File: src/hdl/fir_pkg.sv
package fir_pkg;

  // filter geometry
  localparam int unsigned NUM_FIR       = 4;  // lanes, power of two only
  localparam int unsigned TAPS_PER_LANE = 4;
  localparam int unsigned NUM_TAPS      = NUM_FIR * TAPS_PER_LANE;

  // index widths
  localparam int unsigned TAP_IDX_W  = $clog2(NUM_TAPS);       // global tap index
  localparam int unsigned LANE_IDX_W = $clog2(NUM_FIR);        // upper part of tap index
  localparam int unsigned TAP_SEL_W  = $clog2(TAPS_PER_LANE);  // tap inside one lane

  // datapath widths
  localparam int unsigned SAMPLE_W   = 16;
  localparam int unsigned COEF_W     = 16;
  localparam int unsigned LANE_ACC_W = SAMPLE_W + COEF_W + TAP_SEL_W;   // 34
  localparam int unsigned RESULT_W   = LANE_ACC_W + LANE_IDX_W;         // 36
  localparam int unsigned OVR_W      = 16;

  // strobe to result, fixed
  localparam int unsigned LATENCY = TAPS_PER_LANE + 2;

  // register map, byte addresses
  localparam logic [7:0] COEF_SPAN    = 8'(NUM_TAPS * 4);  // 0x00..0x3c
  localparam logic [7:0] ADDR_OVERRUN = 8'h40;
  localparam logic [7:0] ADDR_RESULT  = 8'h44;

  typedef logic signed [SAMPLE_W-1:0]   sample_t;
  typedef logic signed [COEF_W-1:0]     coef_t;
  typedef logic signed [LANE_ACC_W-1:0] lane_acc_t;
  typedef logic signed [RESULT_W-1:0]   result_t;

  // one coefficient update, broadcast to every lane
  typedef struct packed {
    logic                 valid;
    logic [TAP_IDX_W-1:0] idx;
    coef_t                coef;
  } coef_wr_t;

  // taps of one lane, element 0 is the newest of the slice
  typedef sample_t [TAPS_PER_LANE-1:0] segment_t;

endpackage

File: src/hdl/fir_sample_line.sv
module fir_sample_line (
  input  logic                                          clk_i,
  input  logic                                          rst_n_i,
  input  fir_pkg::sample_t                              sample_i,
  input  logic                                          sample_valid_i,
  input  logic                                          done_i,      // busy clear
  output fir_pkg::segment_t [fir_pkg::NUM_FIR-1:0]      segments_o,
  output logic                                          start_o,
  output logic [fir_pkg::OVR_W-1:0]                     overrun_o
);

  fir_pkg::sample_t [fir_pkg::NUM_TAPS-1:0] line_q;  // tap 0 newest
  logic                                     busy_q;
  logic                                     start_q;
  logic [fir_pkg::OVR_W-1:0]                ovr_q;
  logic                                     accept;
  logic                                     drop;

  assign accept = sample_valid_i && !busy_q;
  assign drop   = sample_valid_i && busy_q;  // lanes still running, not queued

  always_ff @(posedge clk_i or negedge rst_n_i) begin
    if (!rst_n_i) begin
      line_q  <= '0;
      busy_q  <= 1'b0;
      start_q <= 1'b0;
      ovr_q   <= '0;
    end else begin
      start_q <= accept;  // lanes see the shifted line one cycle later
      if (accept) begin
        line_q <= {line_q[fir_pkg::NUM_TAPS-2:0], sample_i};
        busy_q <= 1'b1;
      end else if (done_i) begin
        busy_q <= 1'b0;
      end
      if (drop && (ovr_q != '1)) ovr_q <= ovr_q + 1'b1;  // saturate
    end
  end

  // slice the line, lane l gets taps l*TAPS_PER_LANE upward
  always_comb begin
    for (int l = 0; l < fir_pkg::NUM_FIR; l++) begin
      for (int t = 0; t < fir_pkg::TAPS_PER_LANE; t++) begin
        segments_o[l][t] = line_q[l*fir_pkg::TAPS_PER_LANE + t];
      end
    end
  end

  assign start_o   = start_q;
  assign overrun_o = ovr_q;

  // busy-clear from the sum stage must keep starts a full latency apart
  a_start_spacing: assert property (@(posedge clk_i) disable iff (!rst_n_i)
    start_o |=> !start_o [*fir_pkg::LATENCY]);

endmodule

File: config.mk
export PLATFORM = sky130hd
export DESIGN_NAME = fir_sample_line
export DESIGN_NICKNAME = d
export VERILOG_FILES = /design/src/hdl/fir_pkg.sv /design/src/hdl/fir_sample_line.sv
export SDC_FILE = /design/constraint.sdc
export NUM_CORES = 1
export LEC_CHECK = 0
export ABC_AREA = 0
export BUFFER_PORTS_ARGS = -buffer_cell sky130_fd_sc_hd__buf_2
export CAP_MARGIN = 20
export CORE_ASPECT_RATIO = 1.5
export CORE_MARGIN = 2
export CORE_UTILIZATION = 38
export DETAILED_ROUTE_END_ITERATION = 16
export PLACE_DENSITY = 0.59
export SLEW_MARGIN = 20
export SYNTH_ARGS = -nofsm -noshare
export SYNTH_HDL_FRONTEND = slang
export SYNTH_SLANG_ARGS = --single-unit
File: constraint.sdc
create_clock -name clk_i -period 3.36 [get_ports clk_i]
set_input_delay 0.504 -clock clk_i [delete_from_list [all_inputs] [get_ports clk_i]]
set_output_delay 0.504 -clock clk_i [all_outputs]
set_load 0.01 [all_outputs]
Yosys cells after proc, flatten, opt, wreduce, memory -nomap -nowiden:

Index checks and enable logic that the tools add are counted.

* flip-flop bits (word level): 274
* input bits: 20
* output and inout bits: 273

* equal/unequal tests: 1
* mux-type cells: 2
* add/subtract/negate cells: 1
* reductions and logical operators: 5

Operators with widths (number)
* $add A16 B1 Y16 const B: 1
* $ne A16 B16 Y1 const B: 1
* $logic_and A1 B1 Y1: 3
* $mux W1: 2
* $reduce_bool A2 Y1: 1
* $logic_not A1 Y1: 1

Longest topological paths before layout:

Gate-level depths: netlist of run 1.

* depth in word-level cells: 3
* depth in mapped cells: 7

Worst setup path before layout of run 1:

OpenSTA, ideal clock, no wires.

* path kind: reg2reg
* start point: register ovr_q, in the netlist overrun_o[0]
* end point: register ovr_q, in the netlist overrun_o[15]
* slack: 1.730 ns
* stages on the path, launching flop included: 6
* setup time: 0.126 ns
* data arrival time: 1.504 ns
* path buffers: 0
* clock period less this slack: 1.630 ns
* data required time: 3.234 ns
* path through: dfrtp_1 ha_1 and3_1 a211oi_1 nand4_1 xnor2_1

* word-level cells in the longest chain between the ends: 2
* elaborated cells between the ends (all ways): 3
* classes of those cells: add/sub: 1; eq/ne: 1; reduce/logical: 1

Ends and longest elaborated chain
* from (decl): line fir_sample_line.sv:15 `logic [fir_pkg::OVR_W-1:0] ovr_q;`
* from (signal assigned): line fir_sample_line.sv:36 `if (drop && (ovr_q != '1)) ovr_q <= ovr_q + 1'b1;`
* branches (longest 2 deep; another with $add A16 B1 Y16)

Parallel ways; which one is timed is not known.
A chain may end at the register's enable or synchronous reset.

Final worst setup path of run 1:

* start point: register busy_q
* end point: register line_q, in the netlist segments_o[162]

* word-level cells in the longest chain between the ends: 2

Ends and longest elaborated chain
* from (decl): line fir_sample_line.sv:13 `logic busy_q;`
* from (signal assigned): line fir_sample_line.sv:25 `busy_q <= 1'b0;`
* from (signal assigned): line fir_sample_line.sv:32 `busy_q <= 1'b1;`
* from (signal assigned): line fir_sample_line.sv:34 `busy_q <= 1'b0;`
* $logic_not A1 Y1: line fir_sample_line.sv:19 `assign accept = sample_valid_i && !busy_q;`
* $logic_and A1 B1 Y1: line fir_sample_line.sv:19
* to (signal assigned): line fir_sample_line.sv:31 `line_q <= {line_q[fir_pkg::NUM_TAPS-2:0], sample_i};`
* to (decl): line fir_sample_line.sv:12 `fir_pkg::sample_t [fir_pkg::NUM_TAPS-1:0] line_q;`

Every way passes these cells.

==> summary.txt, run 1 <==
Worst setup path
  • Critical-path top delay cell: inv_8
  • Worst setup SP type: register
  • Instance count on the critical path: 6
  • CP Capture Type: register
  • Worst path cell trace: inv_1 > nand2_4 > inv_8 > buf_4 > nand2_1 > nand2_1
  • Critical path's largest stage delay: approximately 620 ps
  • Most common cell on crit path: nand2_1
  • Worst-path fanout max: 134
  • Arr. time, crit path: roughly 2700 ps
  • R2R cell count: 6
  • CP bufs+invs: 3
  • WP data required: between 3000 and 4000 ps
  • Worst path top cell family by delay: buffers and inverters
  • Crit Path Class: reg -> reg
  • Reg2Reg Setup Slack: approximately 1100 ps

Synth
  • Leading area contributor after synthesis: dfrtp_1
  • Yosys reg bits: approximately 270
  • Synth top area share: about two thirds
  • Syn Std Cell Area: 0.0104 mm^2
  • Synth top area cells: dfrtp_1, nand2_1, buf_2
  • Post-synth net total: 1177
  • Seq/Total Area, Yosys: 66.1%
  • Ys Warns: 0
  • Synthesized instance count: 1156
  • Yosys cell types: 25
  • Syn_area_per_cell: 8.98 um^2

Placement
  • DP HPWL: approximately 19000 um
  • Port Buf Inserts: between 200 and 300
  • Placer Congestion: 0.820
  • Place WS: ~1000 ps

STA
  • Max-slew headroom: between 30% and 40%
  • Fin crit share: roughly two thirds
  • Fin Hold WS: ~150 ps
  • RSZ-0062 raised after global routing: no
  • Max Fclk: 0.445 GHz
  • Slack of the critical path: approximately 1100 ps
  • Tmin final: 2240 ps
  • Final hold violations: 0
  • Fin. max-slew vios: 0
  • Worst Skew: roughly 10 ps
  • Setup TNS: 0 ps
  • Final setup violation count: 0
  • Worst slew pin tran: about 1000 ps

Route
  • DRT Pass-1 Iters: 5
  • Vias per inst: 4.64
  • Drt drc: 0
  • Post-detailed-route wirelength per cell: between 15 and 20 um
  • Drt total wl: between 20000 and 30000 um
  • DR iter-0 viols: 496
  • Post-route ant nets: 0
  • DR vias: 8341

Min path
  • Hold Crit Class: in -> reg
  • Hold path depth: 2

Clock tree
  • Clock latency on the worst-skew pair: between 500 and 600 ps
  • CTS root buf: clkbuf_16
  • CTS Sinks: around 270
  • Total CTS buffers: 27
  • Clock slew at reported path FFs: approximately 60 ps
  • Post-CTS setup buffers: 0
  • CTS H-Tree Depth: 1
  • CTS tree: yes
  • Clock Path Buffers: 3

Power and ir drop
  • Total power draw: ~0.012 W
  • Pleak: 7.99 nW
  • VDD IR-drop max: roughly 510 uV
  • Pwr/cell area: roughly 900 mW/mm^2

Global routing
  • First-pass GRT wire length: 44200 um
  • Grt total ovfl: 0
  • Total Routing Usage GR: a little under a fifth
  • Initial antenna violation count: 0
  • Vias in the first global route: 8123
  • Largest net degree at the start of global routing: between 200 and 250

Final layout
  • Ant diodes: 0
  • Commonest non-fill, non-tap cell in the layout: nand2_1
  • Final core area utilization: around half
  • Layout Nets: approximately 1500
  • Area growth from synthesis to layout: 26.4%
  • Commonest non-fill, non-tap cells in the layout: nand2_1, buf_2, dfrtp_1, clkbuf_16, buf_4
  • Fraction of layout cells with a size suffix above 1: around a quarter

Die
  • Die H: 206 um
  • Die width: roughly 140 um
  • Row Count: 74
  • Ports: between 200 and 300
  • CORE AREA: 0.0270 mm^2
  • Die ar.: between 0.02 and 0.03 mm^2
  • Initial Utilization: between 30% and 40%

Job
  • Maxcap violations: 0

Run status
  • Status: finished, final reports clean
==> routing by layer <==
layer / part of all wire (%) / vias up / track usage, %
li1: - / 4073 / -
met1: 41 / 3971 / 23.7
met2: 49 / 242 / 32.7
met3: 6.3 / 55 / 4.05
met4: 3.9 / 0 / 7.61
met5: 0 / - / 0
==> cells in the mapped netlist <==
| cell type | number |
|---|---|
| buf_2 | 20 |
| nor3_1 | 5 |
| mux2_4 | 1 |
| nor4b_1 | 1 |
| o21ai_0 | 4 |
| nand4_1 | 5 |
| xnor2_1 | 6 |
| nor4_1 | 2 |
| nand3_1 | 6 |
| dfrtp_1 | 274 |
| clkbuf_1 | 26 |
| buf_1 | 10 |
| nor2_2 | 1 |
| and3_1 | 1 |
| nor4_4 | 1 |
| clkinv_1 | 1 |
| nor2_1 | 4 |
| xor2_1 | 7 |
| and4_1 | 2 |
| nand2_1 | 774 |
| a211oi_1 | 1 |
| nand4_4 | 1 |
| ha_1 | 1 |
| inv_1 | 1 |
| a41oi_1 | 1 |
==> state kept, by name, summed over array words and instances, names as in the netlist <==
| signal | cells |
|---|---|
| start_o | 1 |
| segments_o | 256 |
| busy_q | 1 |
| overrun_o | 16 |
==> through the flow <==
step                      instances  cell area, um^2
after floorplan                1156            10400
after global placement         1748            12200
after detailed placement       1748            12200
after CTS                      1797            13100
after global routing           1797            13100
final                          1797            13100
==> power by group <==
group	internal (W)	leakage (nW)	switching, W	total, W
Clock	0.00182	0.452	0.00125	0.00308
Combinational	0.00122	3.87	0.00197	0.00319
Sequential	0.00443	3.67	0.000981	0.00541
Total	0.00747	7.99	0.00420	0.0117
==> area by class of cell <==
type / instances / area [um^2]
Clock buffer: 41 / 818
Clock inverter: 7 / 88.8
Fill cell: 2657 / 13900
Inverter: 2 / 15.0
Multi-Input combinational cell: 824 / 3290
Sequential cell: 274 / 6860
Tap cell: 342 / 428
Timing Repair Buffer: 307 / 1620
==> worst reg2reg max path: stages, from the launching register on <==
cell,delay (ps)
dfrtp_1,410
inv_1,120
nand2_4,310
inv_8,630
buf_4,540
nand2_1,100
nand2_1,70
==> path summary, 6_finish.rpt <==
check	startpoint	end
setup / recovery	busy_q	segments_o[162]
hold / removal	done_i	busy_q
setup reg to reg	busy_q	segments_o[162]
hold reg to reg	segments_o[248]	segments_o[248]
max in group asynchronous	rst_n_i	segments_o[189]
min in group asynchronous	rst_n_i	segments_o[3]
==> kinds of logic (layout without fill, tap and decap cells) <==
kind of cell	count (synthesis)	in the layout	share of synthesized area, %
XOR/XNOR	13	13	1.10
AND/OR/NAND/NOR	803	803	29.9
AO/OA/AOI/OAI	6	6	0.350
flip-flops	274	274	66.1
multiplexers	1	1	0.145
adder cells (fa/ha/maj)	1	1	0.121
buffers and inverters	58	357	2.34
==> what timing repair did <==
item	CTS	global route
gates resized for setup	0	0
endpoints found under the hold margin	75	0
hold buffers	1	0
No activity file was read; power rests on OpenSTA's default activity.
==> inputs of run 2 (changes only) <==
clock period = 2.25 ns   (was 3.36 ns; I/O delays follow)
==> run 2 against run 1 <==
Compared with the run above: cell count grew 0.78%; combinational power is 50% higher; clock-buffer cell count is 6 lower; worst hold slack improved by 110 ps; flip-flop and latch count did not move; clock power grew 49%; sequential share of layout area decreased by 0.77 points; global-route usage hardly changed; sequential power up 49%; design area up 1.5%; non-clock buffer count rose by 20; worst setup slack worse by 620 ps; largest power group unchanged.
==> summary.txt, run 2 (same netlist as run 1, synthesis figures left out) <==
Placement
  • Post-DP Area: roughly 0.012 mm^2
  • Placed instance count: ~1800
  • Place WS: ~500 ps
  • Port Buf Inserts: approximately 290
  • Placer Congestion: approximately 0.8
  • DP HPWL: around 19000 um

Route
  • DR vias: 8399
  • Vias per inst: approximately 4.6
  • DRT Pass-1 Iters: 4
  • Drt drc: 0
  • Drt total wl: 28000 um
  • DR iter-0 viols: 459
  • Post-route ant nets: 0
  • Post-detailed-route wirelength per cell: 15.5 um

Power and ir drop
  • Pleak: approximately 8.1 nW
  • Net switching power: 0.00621 W
  • Total internal power: 0.0112 W
  • Clk pwr share: approximately a quarter
  • Total power draw: approximately 0.017 W
  • Pwr/cell area: around 1300 mW/mm^2
  • Comb pwr share: ~28%
  • VDD IR-drop max: 930 uV
  • Reg power frac: between 40% and 50%
  • Sw frac: a little over a third

Clock tree
  • Total CTS buffers: 27
  • CTS root buf: clkbuf_16
  • Clock slew at reported path FFs: 60 ps
  • CTS Sinks: around 270
  • CTS H-Tree Depth: 1
  • CTS tree: yes
  • Resize count post-CTS: 0
  • Clock latency on the worst-skew pair: around 540 ps
  • Clock Path Buffers: 3

STA
  • Worst Skew: approximately 10 ps
  • Max-slew headroom: a little under three fifths
  • Fin crit share: 78.0%
  • Final setup violation count: 0
  • Worst slew pin tran: 670 ps
  • Fin. max-slew vios: 0
  • RSZ-0062 raised after global routing: no
  • Tmin final: around 1800 ps
  • Slack of the critical path: about 500 ps
  • Setup TNS: 0 ps
  • Max Fclk: 0.570 GHz
  • Final hold violations: 0

Final layout
  • Fillers: roughly 2700
  • Commonest non-fill, non-tap cell in the layout: nand2_1
  • Number of flip-flops in the largest register: 256
  • Area growth from synthesis to layout: 28.3%
  • Layout Nets: 1477
  • Area occupied by multi-input gates: about 0.0033 mm^2
  • Fin cells: 1811
  • Storage cell area: 0.00686 mm^2
  • Finished Cell Area: 0.0133 mm^2
  • Ant diodes: 0
  • Fraction of layout cells with a size suffix above 1: between 20% and 30%
  • Commonest non-fill, non-tap cells in the layout: nand2_1, buf_2, dfrtp_1, clkbuf_16, dlygate4sd3_1

Global routing
  • First-pass GRT wire length: between 40000 and 50000 um
  • M1 GR Usage: 23.9%
  • Met3 usage: between 3 and 4%
  • Vias in the first global route: between 8000 and 9000
  • Initial antenna violation count: 0
  • Grt total ovfl: 0
  • Most Crowded Layer GR: met2
  • Largest net degree at the start of global routing: around 150
  • Routing usage on met2: 32.9%
  • Total Routing Usage GR: a little under a fifth

Min path
  • Hold path depth: 4
  • Hold Path End: overrun_o[0]
  • Hold Crit Class: in -> reg
  • Hold path start: sample_valid_i

Worst setup path
  • R2R cell count: 5
  • Arr. time, crit path: roughly 2200 ps
  • Critical R2R Launch: overrun_o[0]
  • CP Capture Type: register
  • Worst setup SP type: register
  • Worst-path fanout max: 5
  • Reg2Reg Setup Slack: about 500 ps
  • WP data required: roughly 2700 ps
  • Critical R2R Capture: overrun_o[14]
  • Crit Path Class: reg -> reg

Die
  • CORE AREA: 0.0270 mm^2
  • Die H: roughly 210 um
  • Row Count: 74
  • Ports: 293
  • Die width: roughly 140 um
  • Initial Utilization: about two fifths
  • Die ar.: about 0.029 mm^2

Run status
  • Status: finished, final reports clean

Job
  • Maxcap violations: 0
[run 2: per-layer routing]
| metal | up-vias | part of all wire [%] | wire, um |
|---|---|---|---|
| met3 | 43 | 5.7 | 1600 |
| met4 | 0 | 3.0 | 839 |
| li1 | 4117 | - | - |
| met1 | 4000 | 41 | 11600 |
| met2 | 239 | 50 | 14000 |
| met5 | - | 0 | 0 |
[run 2: worst max path at each step]
stage | startpoint | to | slack [ps] | cells past startpoint
2_1_floorplan | overrun_o[0] | overrun_o[15] | 620 | 5
3_3_place_gp | overrun_o[0] | overrun_o[15] | 580 | 5
3_5_place_dp | overrun_o[0] | overrun_o[14] | 500 | 5
4_1_cts | overrun_o[0] | overrun_o[14] | 500 | 5
5_1_grt | overrun_o[0] | overrun_o[11] | 330 | 5
6_report | overrun_o[0] | overrun_o[14] | 500 | 5
[run 2: cell type report]
type                       instances  share of cell area, %
inverter                           2                  0.113
clock buffer                      35                   5.53
tap                              342                   3.21
timing repair buffer             327                   13.9
clock inverter                     7                   1.03
multi-input combinational        824                   24.7
sequential                       274                   51.5
[run 2: metrics by stage]
| stage | hold WS [ps] | utilization, % |
|---|---|---|
| after detailed placement | 377 | 45.3 |
| after global routing | 276 | 49.2 |
| after global placement | 374 | 45.3 |
| final | 257 | 49.2 |
| after CTS | 220 | 49.2 |
| after floorplan | 41.9 | - |
[run 2: power by group through the flow]
stage          clock network [W]  registers [W]  logic [W]
6_report                 0.00459        0.00804    0.00478
5_1_grt                  0.00489        0.00831    0.00533
4_1_cts                  0.00474        0.00807    0.00489
3_5_place_dp                   0        0.00814    0.00484
3_3_place_gp                   0        0.00808    0.00479
2_1_floorplan                  0        0.00866    0.00153
[run 2: critical path: stages, from the launching register on]
cell	delay (ps)
dfrtp_1	430
ha_1	240
and3_1	180
a211oi_1	470
nand3_1	170
xnor2_1	150
[run 2: timing repair]
action | 4_1_cts | 5_1_grt
hold buffers | 18 | 0
setup buffers | 0 | 0
endpoints found under the hold margin | 85 | 0
