--- src/hdl/fir_pkg.sv ---
package fir_pkg;

  // filter geometry
  localparam int unsigned NUM_FIR       = 4;  // lanes, power of two only
  localparam int unsigned TAPS_PER_LANE = 4;
  localparam int unsigned NUM_TAPS      = NUM_FIR * TAPS_PER_LANE;

  // index widths
  localparam int unsigned TAP_IDX_W  = $clog2(NUM_TAPS);       // global tap index
  localparam int unsigned LANE_IDX_W = $clog2(NUM_FIR);        // upper part of tap index
  localparam int unsigned TAP_SEL_W  = $clog2(TAPS_PER_LANE);  // tap inside one lane

  // datapath widths
  localparam int unsigned SAMPLE_W   = 16;
  localparam int unsigned COEF_W     = 16;
  localparam int unsigned LANE_ACC_W = SAMPLE_W + COEF_W + TAP_SEL_W;   // 34
  localparam int unsigned RESULT_W   = LANE_ACC_W + LANE_IDX_W;         // 36
  localparam int unsigned OVR_W      = 16;

  // strobe to result, fixed
  localparam int unsigned LATENCY = TAPS_PER_LANE + 2;

  // register map, byte addresses
  localparam logic [7:0] COEF_SPAN    = 8'(NUM_TAPS * 4);  // 0x00..0x3c
  localparam logic [7:0] ADDR_OVERRUN = 8'h40;
  localparam logic [7:0] ADDR_RESULT  = 8'h44;

  typedef logic signed [SAMPLE_W-1:0]   sample_t;
  typedef logic signed [COEF_W-1:0]     coef_t;
  typedef logic signed [LANE_ACC_W-1:0] lane_acc_t;
  typedef logic signed [RESULT_W-1:0]   result_t;

  // one coefficient update, broadcast to every lane
  typedef struct packed {
    logic                 valid;
    logic [TAP_IDX_W-1:0] idx;
    coef_t                coef;
  } coef_wr_t;

  // taps of one lane, element 0 is the newest of the slice
  typedef sample_t [TAPS_PER_LANE-1:0] segment_t;

endpackage

--- src/hdl/fir_sum_stage.sv ---
module fir_sum_stage (
  input  logic                                        clk_i,
  input  logic                                        rst_n_i,
  input  fir_pkg::lane_acc_t [fir_pkg::NUM_FIR-1:0]   acc_i,
  input  logic [fir_pkg::NUM_FIR-1:0]                 done_i,
  output fir_pkg::result_t                            result_o,
  output logic                                        result_valid_o,
  output logic                                        idle_o  // busy clear pulse
);

  logic             all_done;
  logic             any_done;
  fir_pkg::result_t sum;
  fir_pkg::result_t result_q;
  logic             valid_q;

  assign all_done = &done_i;
  assign any_done = |done_i;

  // adder over all partial sums, lanes sign extended
  always_comb begin
    sum = '0;
    for (int l = 0; l < fir_pkg::NUM_FIR; l++) begin
      sum = sum + fir_pkg::result_t'($signed(acc_i[l]));
    end
  end

  always_ff @(posedge clk_i or negedge rst_n_i) begin
    if (!rst_n_i) begin
      result_q <= '0;
      valid_q  <= 1'b0;
    end else begin
      valid_q <= all_done;  // one cycle pulse, lanes done for one cycle
      if (all_done) result_q <= sum;
    end
  end

  assign result_o       = result_q;
  assign result_valid_o = valid_q;
  // result leaving frees the line for the next strobe
  assign idle_o         = valid_q;

  // lanes start together and run the same number of taps
  a_done_aligned: assert property (@(posedge clk_i) disable iff (!rst_n_i)
    any_done |-> all_done);

endmodule

--- config.mk ---
export PLATFORM = sky130hd
export DESIGN_NAME = fir_sum_stage
export DESIGN_NICKNAME = d
export VERILOG_FILES = /design/src/hdl/fir_pkg.sv /design/src/hdl/fir_sum_stage.sv
export SDC_FILE = /design/constraint.sdc
export NUM_CORES = 1
export LEC_CHECK = 0
export BUFFER_PORTS_ARGS = -buffer_cell sky130_fd_sc_hd__buf_2
export CORE_MARGIN = 5
export CORE_UTILIZATION = 45
export DETAILED_ROUTE_END_ITERATION = 6
export PLACE_DENSITY = 0.73
export SETUP_SLACK_MARGIN = 0.2
export SLEW_MARGIN = 20
export SYNTH_ARGS = -nofsm -noshare
export SYNTH_HDL_FRONTEND = slang
export SYNTH_SLANG_ARGS = --single-unit
--- constraint.sdc ---
create_clock -name clk_i -period 1 [get_ports clk_i]
set_clock_uncertainty 0.1 [all_clocks]
set_input_delay 0.05 -clock clk_i [delete_from_list [all_inputs] [get_ports clk_i]]
set_output_delay 0.05 -clock clk_i [all_outputs]
set_load 0.01 [all_outputs]
# [After elaboration in Yosys (flattened, before gate mapping)]
# Index checks and enable logic that the tools add are counted.
[classes] reduce_logical=1 n_addsub=3
[op_table] operator="$add 35x34->36" n=1
[op_table] operator="$add 36x34->36" n=1
[op_table] operator="$add 34x34->35" n=1
[op_table] operator="$reduce_and 4->1" n=1
[totals] ff_bits=37 word_cells=6 input_bits=142

# [Logic depth before layout (Yosys ltp)]
# Gate-level depths: netlist of run 1.
[logic_depth] depth_word=3 depth_mapped=15

# [Worst setup path after synthesis of run 1]
# OpenSTA, ideal clock, no wires.
[synth_path] path_type="input port to flip-flop" startpoint="input port acc_i[1] (netlist name)" endpoint="register result_q[31], in the netlist result_o[31]" setup_ps=126 stages=15 arrival_time_ps=3367 slack_ps=-2593 path_cell_list="inv_1 fa_1 inv_1 fa_1 ha_1 inv_1 fa_1 nand2b_1 a21oi_2 nor2_1 o21ba_1 o31ai_2 a41oi_2 o2111a_1 a221o_1"
[synth_between] elab_chain_len=3
[synth_lines] element="start: declaration" line="fir_sum_stage.sv:4" source="input fir_pkg::lane_acc_t [fir_pkg::NUM_FIR-1:0] acc_i,"
[synth_lines] element="$add 34x34->35" line="fir_sum_stage.sv:24" source="sum = sum + fir_pkg::result_t'($signed(acc_i[l]));"
[synth_lines] element="$add 35x34->36" line="fir_sum_stage.sv:24"
[synth_lines] element="$add 36x34->36" line="fir_sum_stage.sv:24"
[synth_lines] element="end signal: assignment" line="fir_sum_stage.sv:34" source="if (all_done) result_q <= sum;"
[synth_lines] element="end: declaration" line="fir_sum_stage.sv:14" source="fir_pkg::result_t result_q;"
# Every way passes these cells.
# A chain may end at the register's enable or synchronous reset.

# [Worst setup path after layout of run 1]
[layout_path] startpoint="input port acc_i[1] (netlist name)" endpoint="register result_q[29], in the netlist result_o[29]"
# Same word-level chain as after synthesis.

==> Flow_metrics.wiki, run 1 <==
{| class="wikitable"
! Metric !! Value
|-
| Result of the run || finished with violations
|-
| Violated checks || negative hold slack, negative setup slack
|-
| Die width || ~120 um
|-
| Synthesized netlist cell count || 662
|-
| Post-synth EDFFs || 0
|-
| Dominant register cell in the synthesized netlist || sky130_fd_sc_hd__dfrtp_1
|-
| First-pass iteration count of the detailed router || 4
|-
| Initial core utilization || 45.31%
|-
| Worst-path fanout max || 5
|-
| Arrival @ worst endpoint || 3.47 ns
|-
| Area grow syn2layout || 59.58%
|-
| Most common library cell in the layout ignoring fill and taps || sky130_fd_sc_hd__inv_1
|-
| Class of the worst hold path || in2reg
|-
| Min Tclk post-route || 3.401 ns
|-
| Gr usage total || 21.80%
|-
| Type of destination of the critical path || register
|-
| Wire length of the first global-routing pass || 26.01 mm
|-
| Kind of critical path || in2reg
|-
| Max capacitance violation total || 0
|-
| Cell Pwr Density || 2280 nW/um^2
|-
| Count of synthesis-stage warnings from yosys || 0
|-
| Aggregate global routing overflow || 0
|-
| Drt drc || 0
|-
| Vias || 5572
|-
| Number of diodes added for antenna fixing || 0
|-
| Core Box Area || 11860 um^2
|-
| Hold Crit Depth || 4
|-
| Vias per inst || 4.901
|-
| Total CTS buffers || 5
|-
| Antenna violations before repair || 0
|-
| Final layout net count || 1235
|-
| Number of nets with antenna violations after routing || 0
|-
| Transition at the pin with the smallest max-transition slack || 0.6932 ns
|-
| Number of design-rule violations left by the first detailed-router iteration || 272
|-
| Detailed-routing wirelength on met1 || 6.221 mm
|-
| Highest Signal Layer || met4
|-
| Minimum setup slack among reg-to-reg paths || 0.03 ns
|-
| Routability Congestion || about 0.88
|-
| TNS Setup || -65.89 ns
|-
| Cell Rows || 40
|-
| Mapped Area || 5374 um^2
|-
| Upper clock frequency limit || 0.2940 GHz
|-
| Final clock period utilization by the worst path || 340.1%
|-
| Static power due to leakage || roughly 0.0048 uW
|-
| Number of placed cells counting well taps || 1083
|-
| Syn avg cell area || 8.118 um^2
|-
| Commonest cells after routing, fill and taps aside || 186 x sky130_fd_sc_hd__inv_1, 157 x sky130_fd_sc_hd__buf_2, 138 x sky130_fd_sc_hd__buf_4
|-
| Syn_nets || 908
|-
| Max-slew headroom || 53.30%
|-
| Post-synthesis sequential element count || 37
|-
| Skew-Pair Late Insertion Delay || roughly 0.28 ns
|-
| Number of H-tree branching levels || 2
|-
| Detailed-routed wire length on met2 || 8.620 mm
|-
| Share of synthesized flip-flops with an asynchronous set or reset || 100.0%
|-
| IO Port Bufs || 179
|-
| Final max-slew violation count || 0
|-
| Launching element type of the critical path || primary input
|-
| Layout cells sized above 1 || 44.95%
|-
| Worst r2r path cells || 4
|-
| RSZ-0062 raised after global routing || yes
|-
| Hold Slack || -0.009870 ns
|-
| Worst Path Required || between 1 and 1.5 ns
|-
| HPWL after DPL || 11.77 mm
|-
| Worst-case clock buffer depth || 2
|-
| Clock tree root driver cell || sky130_fd_sc_hd__clkbuf_16
|-
| Number of distinct library cell variants in the gate-level netlist after synthesis || 55
|-
| VDD IR-drop max || around 1.0 mV
|-
| Vias in the first global route || 5965
|-
| CTS tree || yes
|-
| Sequential element share of the synthesized area || 17.23%
|-
| Setup Viol. Count Final || 37
|-
| Chip height || 119.3 um
|-
| Setup ws final || -2.401 ns
|-
| Top Ports || 180
|-
| Clock slew seen by the registers of the worst setup and hold paths || 0.06 ns
|-
| Total routed wirelength || about 16 mm
|-
| Total power draw || 19550 uW
|-
| Die outline area || between 10000 and 15000 um^2
|-
| Total met3 wirelength after detailed routing || 906 um
|-
| Number of standard cells in the layout, taps in and fillers out || 1137
|-
| Core Util, Final || around 72%
|-
| Clock sink total || 37
|-
| Maximum number of pins on one net before global-route repair || 38
|-
| Hold Violations, Final || 1
|-
| Average detailed-routed wire length per instance || 14.11 um
|}
[state kept, by name (all words and copies together), names as in the netlist]
register	count
idle_o	1
result_o	36
[power by group]
| group | switching (uW) | total (uW) | internal [uW] | leakage [uW] |
|---|---|---|---|---|
| combinational | 7040 | 14800 | 7770 | 0.00420 |
| sequential | 495 | 2690 | 2190 | 0.000461 |
| clock | 632 | 2060 | 1420 | 0.0000938 |
[cells in the mapped netlist (all sizes together), types with 7 or more instances]
| master | number | area share [%] |
|---|---|---|
| nand3 | 15 | 1.4 |
| clkbuf | 11 | 0.77 |
| o21ai | 51 | 4.7 |
| fa | 69 | 26 |
| dfrtp | 37 | 17 |
| ha | 35 | 8.1 |
| xor2 | 15 | 2.4 |
| a21oi | 35 | 3.3 |
| a21o | 15 | 2.1 |
| inv | 195 | 14 |
| nand4 | 7 | 0.81 |
| xnor2 | 12 | 2.0 |
| buf | 10 | 1.2 |
| nand2 | 52 | 3.6 |
| nor2 | 28 | 2.0 |
[through the flow]
| step | setup WS, ns | cell area (um^2) |
|---|---|---|
| after floorplan | -2.426 | 5478 |
| after CTS | -2.306 | 8379 |
| after global routing | -2.527 | 8576 |
| final | -2.401 | 8576 |
| after detailed placement | -2.742 | 7326 |
| after global placement | -2.703 | 7326 |
[critical path, cell delays in order]
cell	delay (ns)
sky130_fd_sc_hd__buf_8	0.08
sky130_fd_sc_hd__inv_8	0.02
sky130_fd_sc_hd__fa_1	0.56
sky130_fd_sc_hd__inv_2	0.05
sky130_fd_sc_hd__fa_1	0.54
sky130_fd_sc_hd__ha_4	0.14
sky130_fd_sc_hd__inv_2	0.03
sky130_fd_sc_hd__fa_2	0.33
sky130_fd_sc_hd__nand2b_4	0.16
sky130_fd_sc_hd__a21oi_4	0.23
sky130_fd_sc_hd__nor2_4	0.06
sky130_fd_sc_hd__o21ba_4	0.22
sky130_fd_sc_hd__o31ai_4	0.22
sky130_fd_sc_hd__a41oi_2	0.21
sky130_fd_sc_hd__o2111a_1	0.28
sky130_fd_sc_hd__a221o_1	0.25
[routing by layer]
metal  track usage, %  vias to the layer above
li1                 -                     2720
met2            41.43                      173
met4            4.852                        0
met1            25.38                     2653
met5                0                        -
met3            3.704                       26
[what timing repair did]
| item | CTS | global route |
|---|---|---|
| buffers inserted | 35 | 10 |
| setup endpoints to repair | 74 | 74 |
| hold buffers | 1 | 0 |
| gates resized for setup | 136 | 28 |
| hold endpoints to repair | 38 | 0 |
| pin swaps | 52 | 32 |
| cloned | 0 | 0 |
[final cells by class]
class,count,area [um^2]
Fill cell,861,3286
Clock buffer,5,125.1
Clock inverter,3,65.06
Inverter,195,739.5
Sequential cell,37,925.9
Multi-Input combinational cell,409,4185
Tap cell,147,183.9
Timing Repair Buffer,341,2351
[final timing paths]
kind / endpoint / from
max: result_o[29]$_DFFE_PN0P_ / acc_i[1]
max in group asynchronous: result_o[24]$_DFFE_PN0P_ / rst_n_i
max reg2reg: result_o[30]$_DFFE_PN0P_ / result_o[30]$_DFFE_PN0P_
min in group asynchronous: result_o[2]$_DFFE_PN0P_ / rst_n_i
min: result_o[0]$_DFFE_PN0P_ / acc_i[102]
min reg2reg: result_o[0]$_DFFE_PN0P_ / result_o[0]$_DFFE_PN0P_
[cell families after synthesis]
logic type | share of synthesized area (%)
buf+inv | 15.55
compound gates | 17.63
simple gates | 11.15
fa+ha+maj | 33.85
flops | 17.23
xor+xnor | 4.401
mux | 0.1863
Power figures use the tool's default switching activity.
==> run 2: changes to the inputs <==
--- a/config.mk
+++ b/config.mk
@@ -9,7 +9,8 @@
 export CORE_MARGIN = 5
 export CORE_UTILIZATION = 45
 export DETAILED_ROUTE_END_ITERATION = 6
-export PLACE_DENSITY = 0.73
+export PLACE_DENSITY_LB_ADDON = 0.2
+export REMOVE_ABC_BUFFERS = 1
 export SETUP_SLACK_MARGIN = 0.2
 export SLEW_MARGIN = 20
 export SYNTH_ARGS = -nofsm -noshare
==> Flow_metrics.wiki, run 2 (same netlist as run 1, synthesis figures left out) <==
{| class="wikitable"
! Metric !! Value
|-
| Result of the run || finished with violations
|-
| Violated checks || negative hold slack, negative setup slack
|-
| Worst-case clock buffer depth || 2
|-
| Worst-path fanout max || 6
|-
| Average detailed-routed wire length per instance || 13.29 um
|-
| Hold Slack || -0.006880 ns
|-
| Maximum number of pins on one net before global-route repair || 38
|-
| Routability Congestion || 0.9018
|-
| Total routed wirelength || 14.93 mm
|-
| Clock slew seen by the registers of the worst setup and hold paths || around 0.060 ns
|-
| Number of placed cells counting well taps || 1075
|-
| Die outline area || 14230 um^2
|-
| Final max-slew violation count || 0
|-
| Layout cells sized above 1 || 41.80%
|-
| Final layout net count || 1221
|-
| Launching element type of the critical path || primary input
|-
| Static power due to leakage || 0.004631 uW
|-
| Hold Violations, Final || 1
|-
| Cells traversed along the worst timing path || buf_6 > inv_2 > fa_1 > inv_1 > fa_1 > ha_4 > inv_2 > fa_2 > nand2b_4 > a21oi_4 > nor2_4 > o21ba_4 > o31ai_4 > a41oi_4 > o2111a_1 > a221o_1
|-
| Setup Viol. Count Final || 35
|-
| Hold Crit Depth || 4
|-
| Antenna violations before repair || 0
|-
| Number of H-tree branching levels || 2
|-
| Worst r2r path cells || 4
|-
| IO Port Bufs || 179
|-
| Setup ws final || -2.347 ns
|-
| Aggregate global routing overflow || 0
|-
| TNS Setup || -65.78 ns
|-
| Gr usage total || about a fifth
|-
| Area post-placement || just over 7000 um^2
|-
| Chip height || about 120 um
|-
| Number of design-rule violations left by the first detailed-router iteration || 219
|-
| Cell with the biggest individual delay on the critical path || sky130_fd_sc_hd__fa_1
|-
| Class of the worst hold path || in2reg
|-
| Max-slew headroom || 62.25%
|-
| Initial core utilization || a little under half
|-
| First-pass iteration count of the detailed router || 4
|-
| Flip-flop count of the largest register after layout || 36
|-
| Core Util, Final || 69.67%
|-
| Upper clock frequency limit || 0.2988 GHz
|-
| Number of standard cells in the layout, taps in and fillers out || between 1000 and 1500
|-
| RSZ-0062 raised after global routing || yes
|-
| Number of nets with antenna violations after routing || 0
|-
| Transition at the pin with the smallest max-transition slack || between 0.5 and 0.6 ns
|-
| Cell Rows || 40
|-
| Skew-Pair Late Insertion Delay || 0.28 ns
|-
| Minimum setup slack among reg-to-reg paths || 0.04 ns
|-
| Arrival @ worst endpoint || 3.41 ns
|-
| Largest incremental delay on the critical path || 0.54 ns
|-
| Clock tree root driver cell || sky130_fd_sc_hd__clkbuf_16
|-
| Type of destination of the critical path || register
|-
| Place WS || -2.931 ns
|-
| Core Box Area || between 10000 and 15000 um^2
|-
| Vias || 5434
|-
| Commonest cells after routing, fill and taps aside || 189 x sky130_fd_sc_hd__inv_1, 162 x sky130_fd_sc_hd__buf_2, 133 x sky130_fd_sc_hd__buf_4
|-
| Top Ports || 180
|-
| Min Tclk post-route || 3.347 ns
|-
| Worst min-delay path endpoint || result_o[0]$_DFFE_PN0P_
|-
| Hold Crit Start || acc_i[102]
|-
| Clock sink total || 37
|-
| Worst Path Required || 1.07 ns
|-
| End of the worst register-to-register path || result_o[30]$_DFFE_PN0P_
|-
| Post-route cell area || 8264 um^2
|-
| Vias in the first global route || 5829
|-
| Drt drc || 0
|-
| Max capacitance violation total || 0
|-
| Area grow syn2layout || 53.78%
|-
| Final clock period utilization by the worst path || 334.7%
|-
| Number of diodes added for antenna fixing || 0
|-
| VDD IR-drop max || 1.067 mV
|-
| Wire length of the first global-routing pass || 25.33 mm
|-
| HPWL after DPL || 11.86 mm
|-
| Vias per inst || 4.839
|-
| Start of the worst register-to-register path || result_o[30]$_DFFE_PN0P_
|-
| Cell Pwr Density || 2190 nW/um^2
|-
| Most common library cell in the layout ignoring fill and taps || sky130_fd_sc_hd__inv_1
|-
| Kind of critical path || in2reg
|-
| CTS tree || yes
|-
| Die width || 119.3 um
|-
| Total CTS buffers || 5
|}
[run 2: changes by cell type in the layout (fill, tap and decap cells not counted), moves of 5 or more]
cell,change
sky130_fd_sc_hd__o21ai_1,-5
sky130_fd_sc_hd__buf_4,-5
sky130_fd_sc_hd__o21ai_0,+5
sky130_fd_sc_hd__a21oi_2,-6
sky130_fd_sc_hd__buf_2,+5
sky130_fd_sc_hd__a21oi_1,+6
sky130_fd_sc_hd__buf_6,-14
[run 2: per-layer routing]
layer	part of all wire [%]	global-route usage (%)
met2	52	38.82
met3	5.1	3.229
met1	41	25.97
met5	0	0
met4	1.6	4.127
[run 2: cell type report]
type	count	area, um^2
multi-input combinational	409	4079
fill	937	3597
timing repair buffer	327	2186
sequential	37	925.9
inverter	195	732.0
tap	147	183.9
clock buffer	7	152.6
clock inverter	1	5.005
[run 2: worst max path at each step]
stage | start | endpoint | slack (ns) | cells after the start
3_5_place_dp | acc_i[1] | result_o[31]$_DFFE_PN0P_ | -2.93 | 16
5_1_grt | acc_i[69] | result_o[35]$_DFFE_PN0P_ | -2.47 | 19
4_1_cts | acc_i[69] | result_o[31]$_DFFE_PN0P_ | -2.36 | 16
3_3_place_gp | acc_i[1] | result_o[31]$_DFFE_PN0P_ | -2.83 | 16
2_1_floorplan | acc_i[1] | result_o[31]$_DFFE_PN0P_ | -2.60 | 15
6_report | acc_i[69] | result_o[27]$_DFFE_PN0P_ | -2.35 | 16
[run 2: metrics by stage]
step                hold WS (ns)  total power [uW]
floorplan                -0.3456              8445
global placement        -0.06073             12790
detailed placement      -0.06020             13030
CTS                    -0.006088             16790
global route            0.001044             19650
finish                 -0.006880             18100
[run 2: worst max-delay path: cells and delay by family]
kind	cells	cell delay, ns
adder cells (fa/ha/maj)	4	1.58
AO/OA/AOI/OAI	6	1.39
AND/OR/NAND/NOR	2	0.21
buffers and inverters	4	0.19
[run 2: report_power, final]
group          leakage [uW]  total (uW)  internal (uW)  switching [uW]
sequential         0.000461        2640           2190             450
clock             0.0000799        1680           1060             628
combinational       0.00409       13800           7250            6530
[run 2: repair_timing]
| item | 4_1_cts | 5_1_grt |
|---|---|---|
| buffers inserted | 26 | 13 |
| gates resized for setup | 96 | 52 |
| endpoints found under the setup margin | 74 | 74 |
| endpoints found under the hold margin | 38 | 0 |
| pin swaps | 53 | 50 |
| hold buffers | 1 | 0 |
==> run 3: changes to the inputs <==
--- a/config.mk
+++ b/config.mk
@@ -9,7 +9,7 @@
 export CORE_MARGIN = 5
 export CORE_UTILIZATION = 45
 export DETAILED_ROUTE_END_ITERATION = 6
-export PLACE_DENSITY_LB_ADDON = 0.2
+export PLACE_DENSITY = 0.75
 export REMOVE_ABC_BUFFERS = 1
 export SETUP_SLACK_MARGIN = 0.2
 export SLEW_MARGIN = 20
==> Flow_metrics.wiki, run 3 (same netlist as run 1, synthesis figures left out) <==
{| class="wikitable"
! Metric !! Value
|-
| Start of the worst register-to-register path || result_o[30]$_DFFE_PN0P_
|-
| Minimum setup slack among reg-to-reg paths || about 0.02 ns
|-
| Most common library cell in the layout ignoring fill and taps || sky130_fd_sc_hd__inv_1
|-
| Launching element type of the critical path || primary input
|-
| Commonest cells after routing, fill and taps aside || 183 x sky130_fd_sc_hd__inv_1, 156 x sky130_fd_sc_hd__buf_2, 138 x sky130_fd_sc_hd__buf_4
|-
| Max-slew headroom || 67.25%
|-
| FF+latch area || 925.9 um^2
|-
| Top Ports || 180
|-
| Worst-path fanout max || 5
|-
| Cell Int Power || 10780 uW
|-
| Skew-Pair Late Insertion Delay || 0.28 ns
|-
| Number of standard cells in the layout, taps in and fillers out || 1130
|-
| Total routed wirelength || 16.34 mm
|-
| HPWL after DPL || 11.76 mm
|-
| Number of H-tree branching levels || 2
|-
| Type of destination of the critical path || register
|-
| Die width || 119.3 um
|-
| Reg power frac || 14.2%
|-
| Cell Pwr Density || 2245 nW/um^2
|-
| Combinational share of power || between 70% and 80%
|-
| Clock sink total || 37
|-
| Upper clock frequency limit || between 0.2 and 0.3 GHz
|-
| Cell Rows || 40
|-
| Vias in the first global route || about 5700
|-
| Detailed-routing wirelength on met1 || a little over 6 mm
|-
| Total CTS buffers || 5
|-
| Kind of critical path || in2reg
|-
| Gr usage total || 21.01%
|-
| Hold Crit Start || acc_i[102]
|-
| Result of the run || finished with violations
|-
| Number of diodes added for antenna fixing || 0
|-
| Vias per inst || 5.058
|-
| RSZ-0062 raised after global routing || yes
|-
| Final max-slew violation count || 0
|-
| Aggregate global routing overflow || 0
|-
| Place WS || -2.833 ns
|-
| Number of design-rule violations left by the first detailed-router iteration || 406
|-
| Number of nets with antenna violations after routing || 0
|-
| Max capacitance violation total || 0
|-
| First-pass iteration count of the detailed router || 5
|-
| Arrival @ worst endpoint || 3.50 ns
|-
| VDD IR-drop max || ~1.1 mV
|-
| Transition at the pin with the smallest max-transition slack || ~0.5 ns
|-
| Final clock period utilization by the worst path || 344.0%
|-
| Total met3 wirelength after detailed routing || approximately 1.1 mm
|-
| Core Box Area || 11860 um^2
|-
| Number of placed cells counting well taps || ~1100
|-
| Chip height || about 120 um
|-
| Violated checks || negative setup slack
|-
| Highest Signal Layer || met4
|-
| Antenna violations before repair || 0
|-
| Static power due to leakage || between 0.004 and 0.005 uW
|-
| Flip-flop count of the largest register after layout || 36
|-
| Switching Fraction || a little over two fifths
|-
| Setup ws final || -2.440 ns
|-
| Drt drc || 0
|-
| Layout cells sized above 1 || a little over two fifths
|-
| Hold Violations, Final || 0
|-
| Class of the worst hold path || in2reg
|-
| Detailed-routed wire length on met2 || 8.583 mm
|-
| Maximum number of pins on one net before global-route repair || 42
|-
| Die outline area || 14230 um^2
|-
| Multi-input gate area in the final layout || 4160 um^2
|-
| IO Port Bufs || approximately 180
|-
| Clock slew seen by the registers of the worst setup and hold paths || ~0.05 ns
|-
| Wire length of the first global-routing pass || 25.07 mm
|-
| Initial core utilization || about 45%
|-
| Area grow syn2layout || 56.60%
|-
| Clock tree root driver cell || sky130_fd_sc_hd__clkbuf_16
|-
| Min Tclk post-route || 3.440 ns
|-
| Worst-case clock buffer depth || 2
|-
| Sw power || roughly 8000 uW
|-
| Final layout net count || 1228
|-
| CTS tree || yes
|-
| Worst Setup SP || acc_i[69]
|-
| Routability Congestion || 0.8867
|-
| Clock power share || 8.1%
|-
| Average detailed-routed wire length per instance || 14.46 um
|-
| Worst Path Required || 1.06 ns
|-
| Setup Viol. Count Final || 35
|-
| Vias || 5716
|-
| Fillers || 850
|}
## run 3: cell types whose count changed in the layout (fill, tap and decap cells not counted), sizes merged
cell    previous run  this run
buf              326       333
clkbuf             7         8
clkinv             1         0
## run 3: metrics by stage
step                      hold WS, ns  TNS (ns)  util (%)  instance area [um^2]  total power [uW]
after detailed placement     -0.06720    -78.17     60.98                  7233             13270
after CTS                     0.01051    -62.86     67.43                  7998             16990
after floorplan               -0.3456    -69.81         -                  5270              8445
after global placement       -0.07164    -77.06     60.98                  7233             13030
after global routing          0.02146    -70.67     70.95                  8416             20290
final                        0.004378    -67.24     70.95                  8416             18890
## run 3: cell type report
class / count / area share, %
Clock buffer: 8 / 1.621
Inverter: 195 / 8.727
Multi-Input combinational cell: 409 / 49.44
Sequential cell: 37 / 11.00
Tap cell: 147 / 2.186
Timing Repair Buffer: 334 / 27.03
## run 3: final timing paths
path,endpoint,depth (start not counted)
min in group asynchronous,result_o[33]$_DFFE_PN0P_,3
max,result_o[29]$_DFFE_PN0P_,16
max in group asynchronous,result_o[23]$_DFFE_PN0P_,3
max reg2reg,result_o[30]$_DFFE_PN0P_,4
min,result_o[0]$_DFFE_PN0P_,4
min reg2reg,result_o[0]$_DFFE_PN0P_,2
## run 3: worst max-delay path, stage by stage
cell	delay (ns)
sky130_fd_sc_hd__buf_6	0.08
sky130_fd_sc_hd__inv_4	0.03
sky130_fd_sc_hd__fa_1	0.55
sky130_fd_sc_hd__inv_2	0.04
sky130_fd_sc_hd__fa_1	0.59
sky130_fd_sc_hd__ha_4	0.15
sky130_fd_sc_hd__inv_2	0.04
sky130_fd_sc_hd__fa_2	0.36
sky130_fd_sc_hd__nand2b_4	0.16
sky130_fd_sc_hd__a21oi_4	0.19
sky130_fd_sc_hd__nor2_4	0.05
sky130_fd_sc_hd__o21ba_4	0.21
sky130_fd_sc_hd__o31ai_4	0.24
sky130_fd_sc_hd__a41oi_2	0.21
sky130_fd_sc_hd__o2111a_1	0.28
sky130_fd_sc_hd__a221o_1	0.26
## run 3: layer usage
layer / vias up / track usage, %
met5: - / 0
met4: 0 / 5.648
met3: 46 / 2.849
met2: 254 / 38.33
met1: 2706 / 25.89
li1: 2710 / -
## run 3: repair_timing
| action | 4_1_cts | 5_1_grt |
|---|---|---|
| hold buffers | 1 | 0 |
| setup endpoints to repair | 74 | 74 |
| gates resized for setup | 123 | 55 |
| pin swaps | 40 | 61 |
| setup buffers | 19 | 19 |
| endpoints found under the hold margin | 37 | 0 |
## run 3: power groups by stage
| stage | sequential [uW] | combinational (uW) | clock [uW] |
|---|---|---|---|
| finish | 2680 | 14700 | 1530 |
| global route | 2750 | 15900 | 1610 |
| CTS | 2630 | 12800 | 1530 |
| detailed placement | 2590 | 10700 | 0 |
| global placement | 2570 | 10500 | 0 |
| floorplan | 2890 | 5550 | 0 |
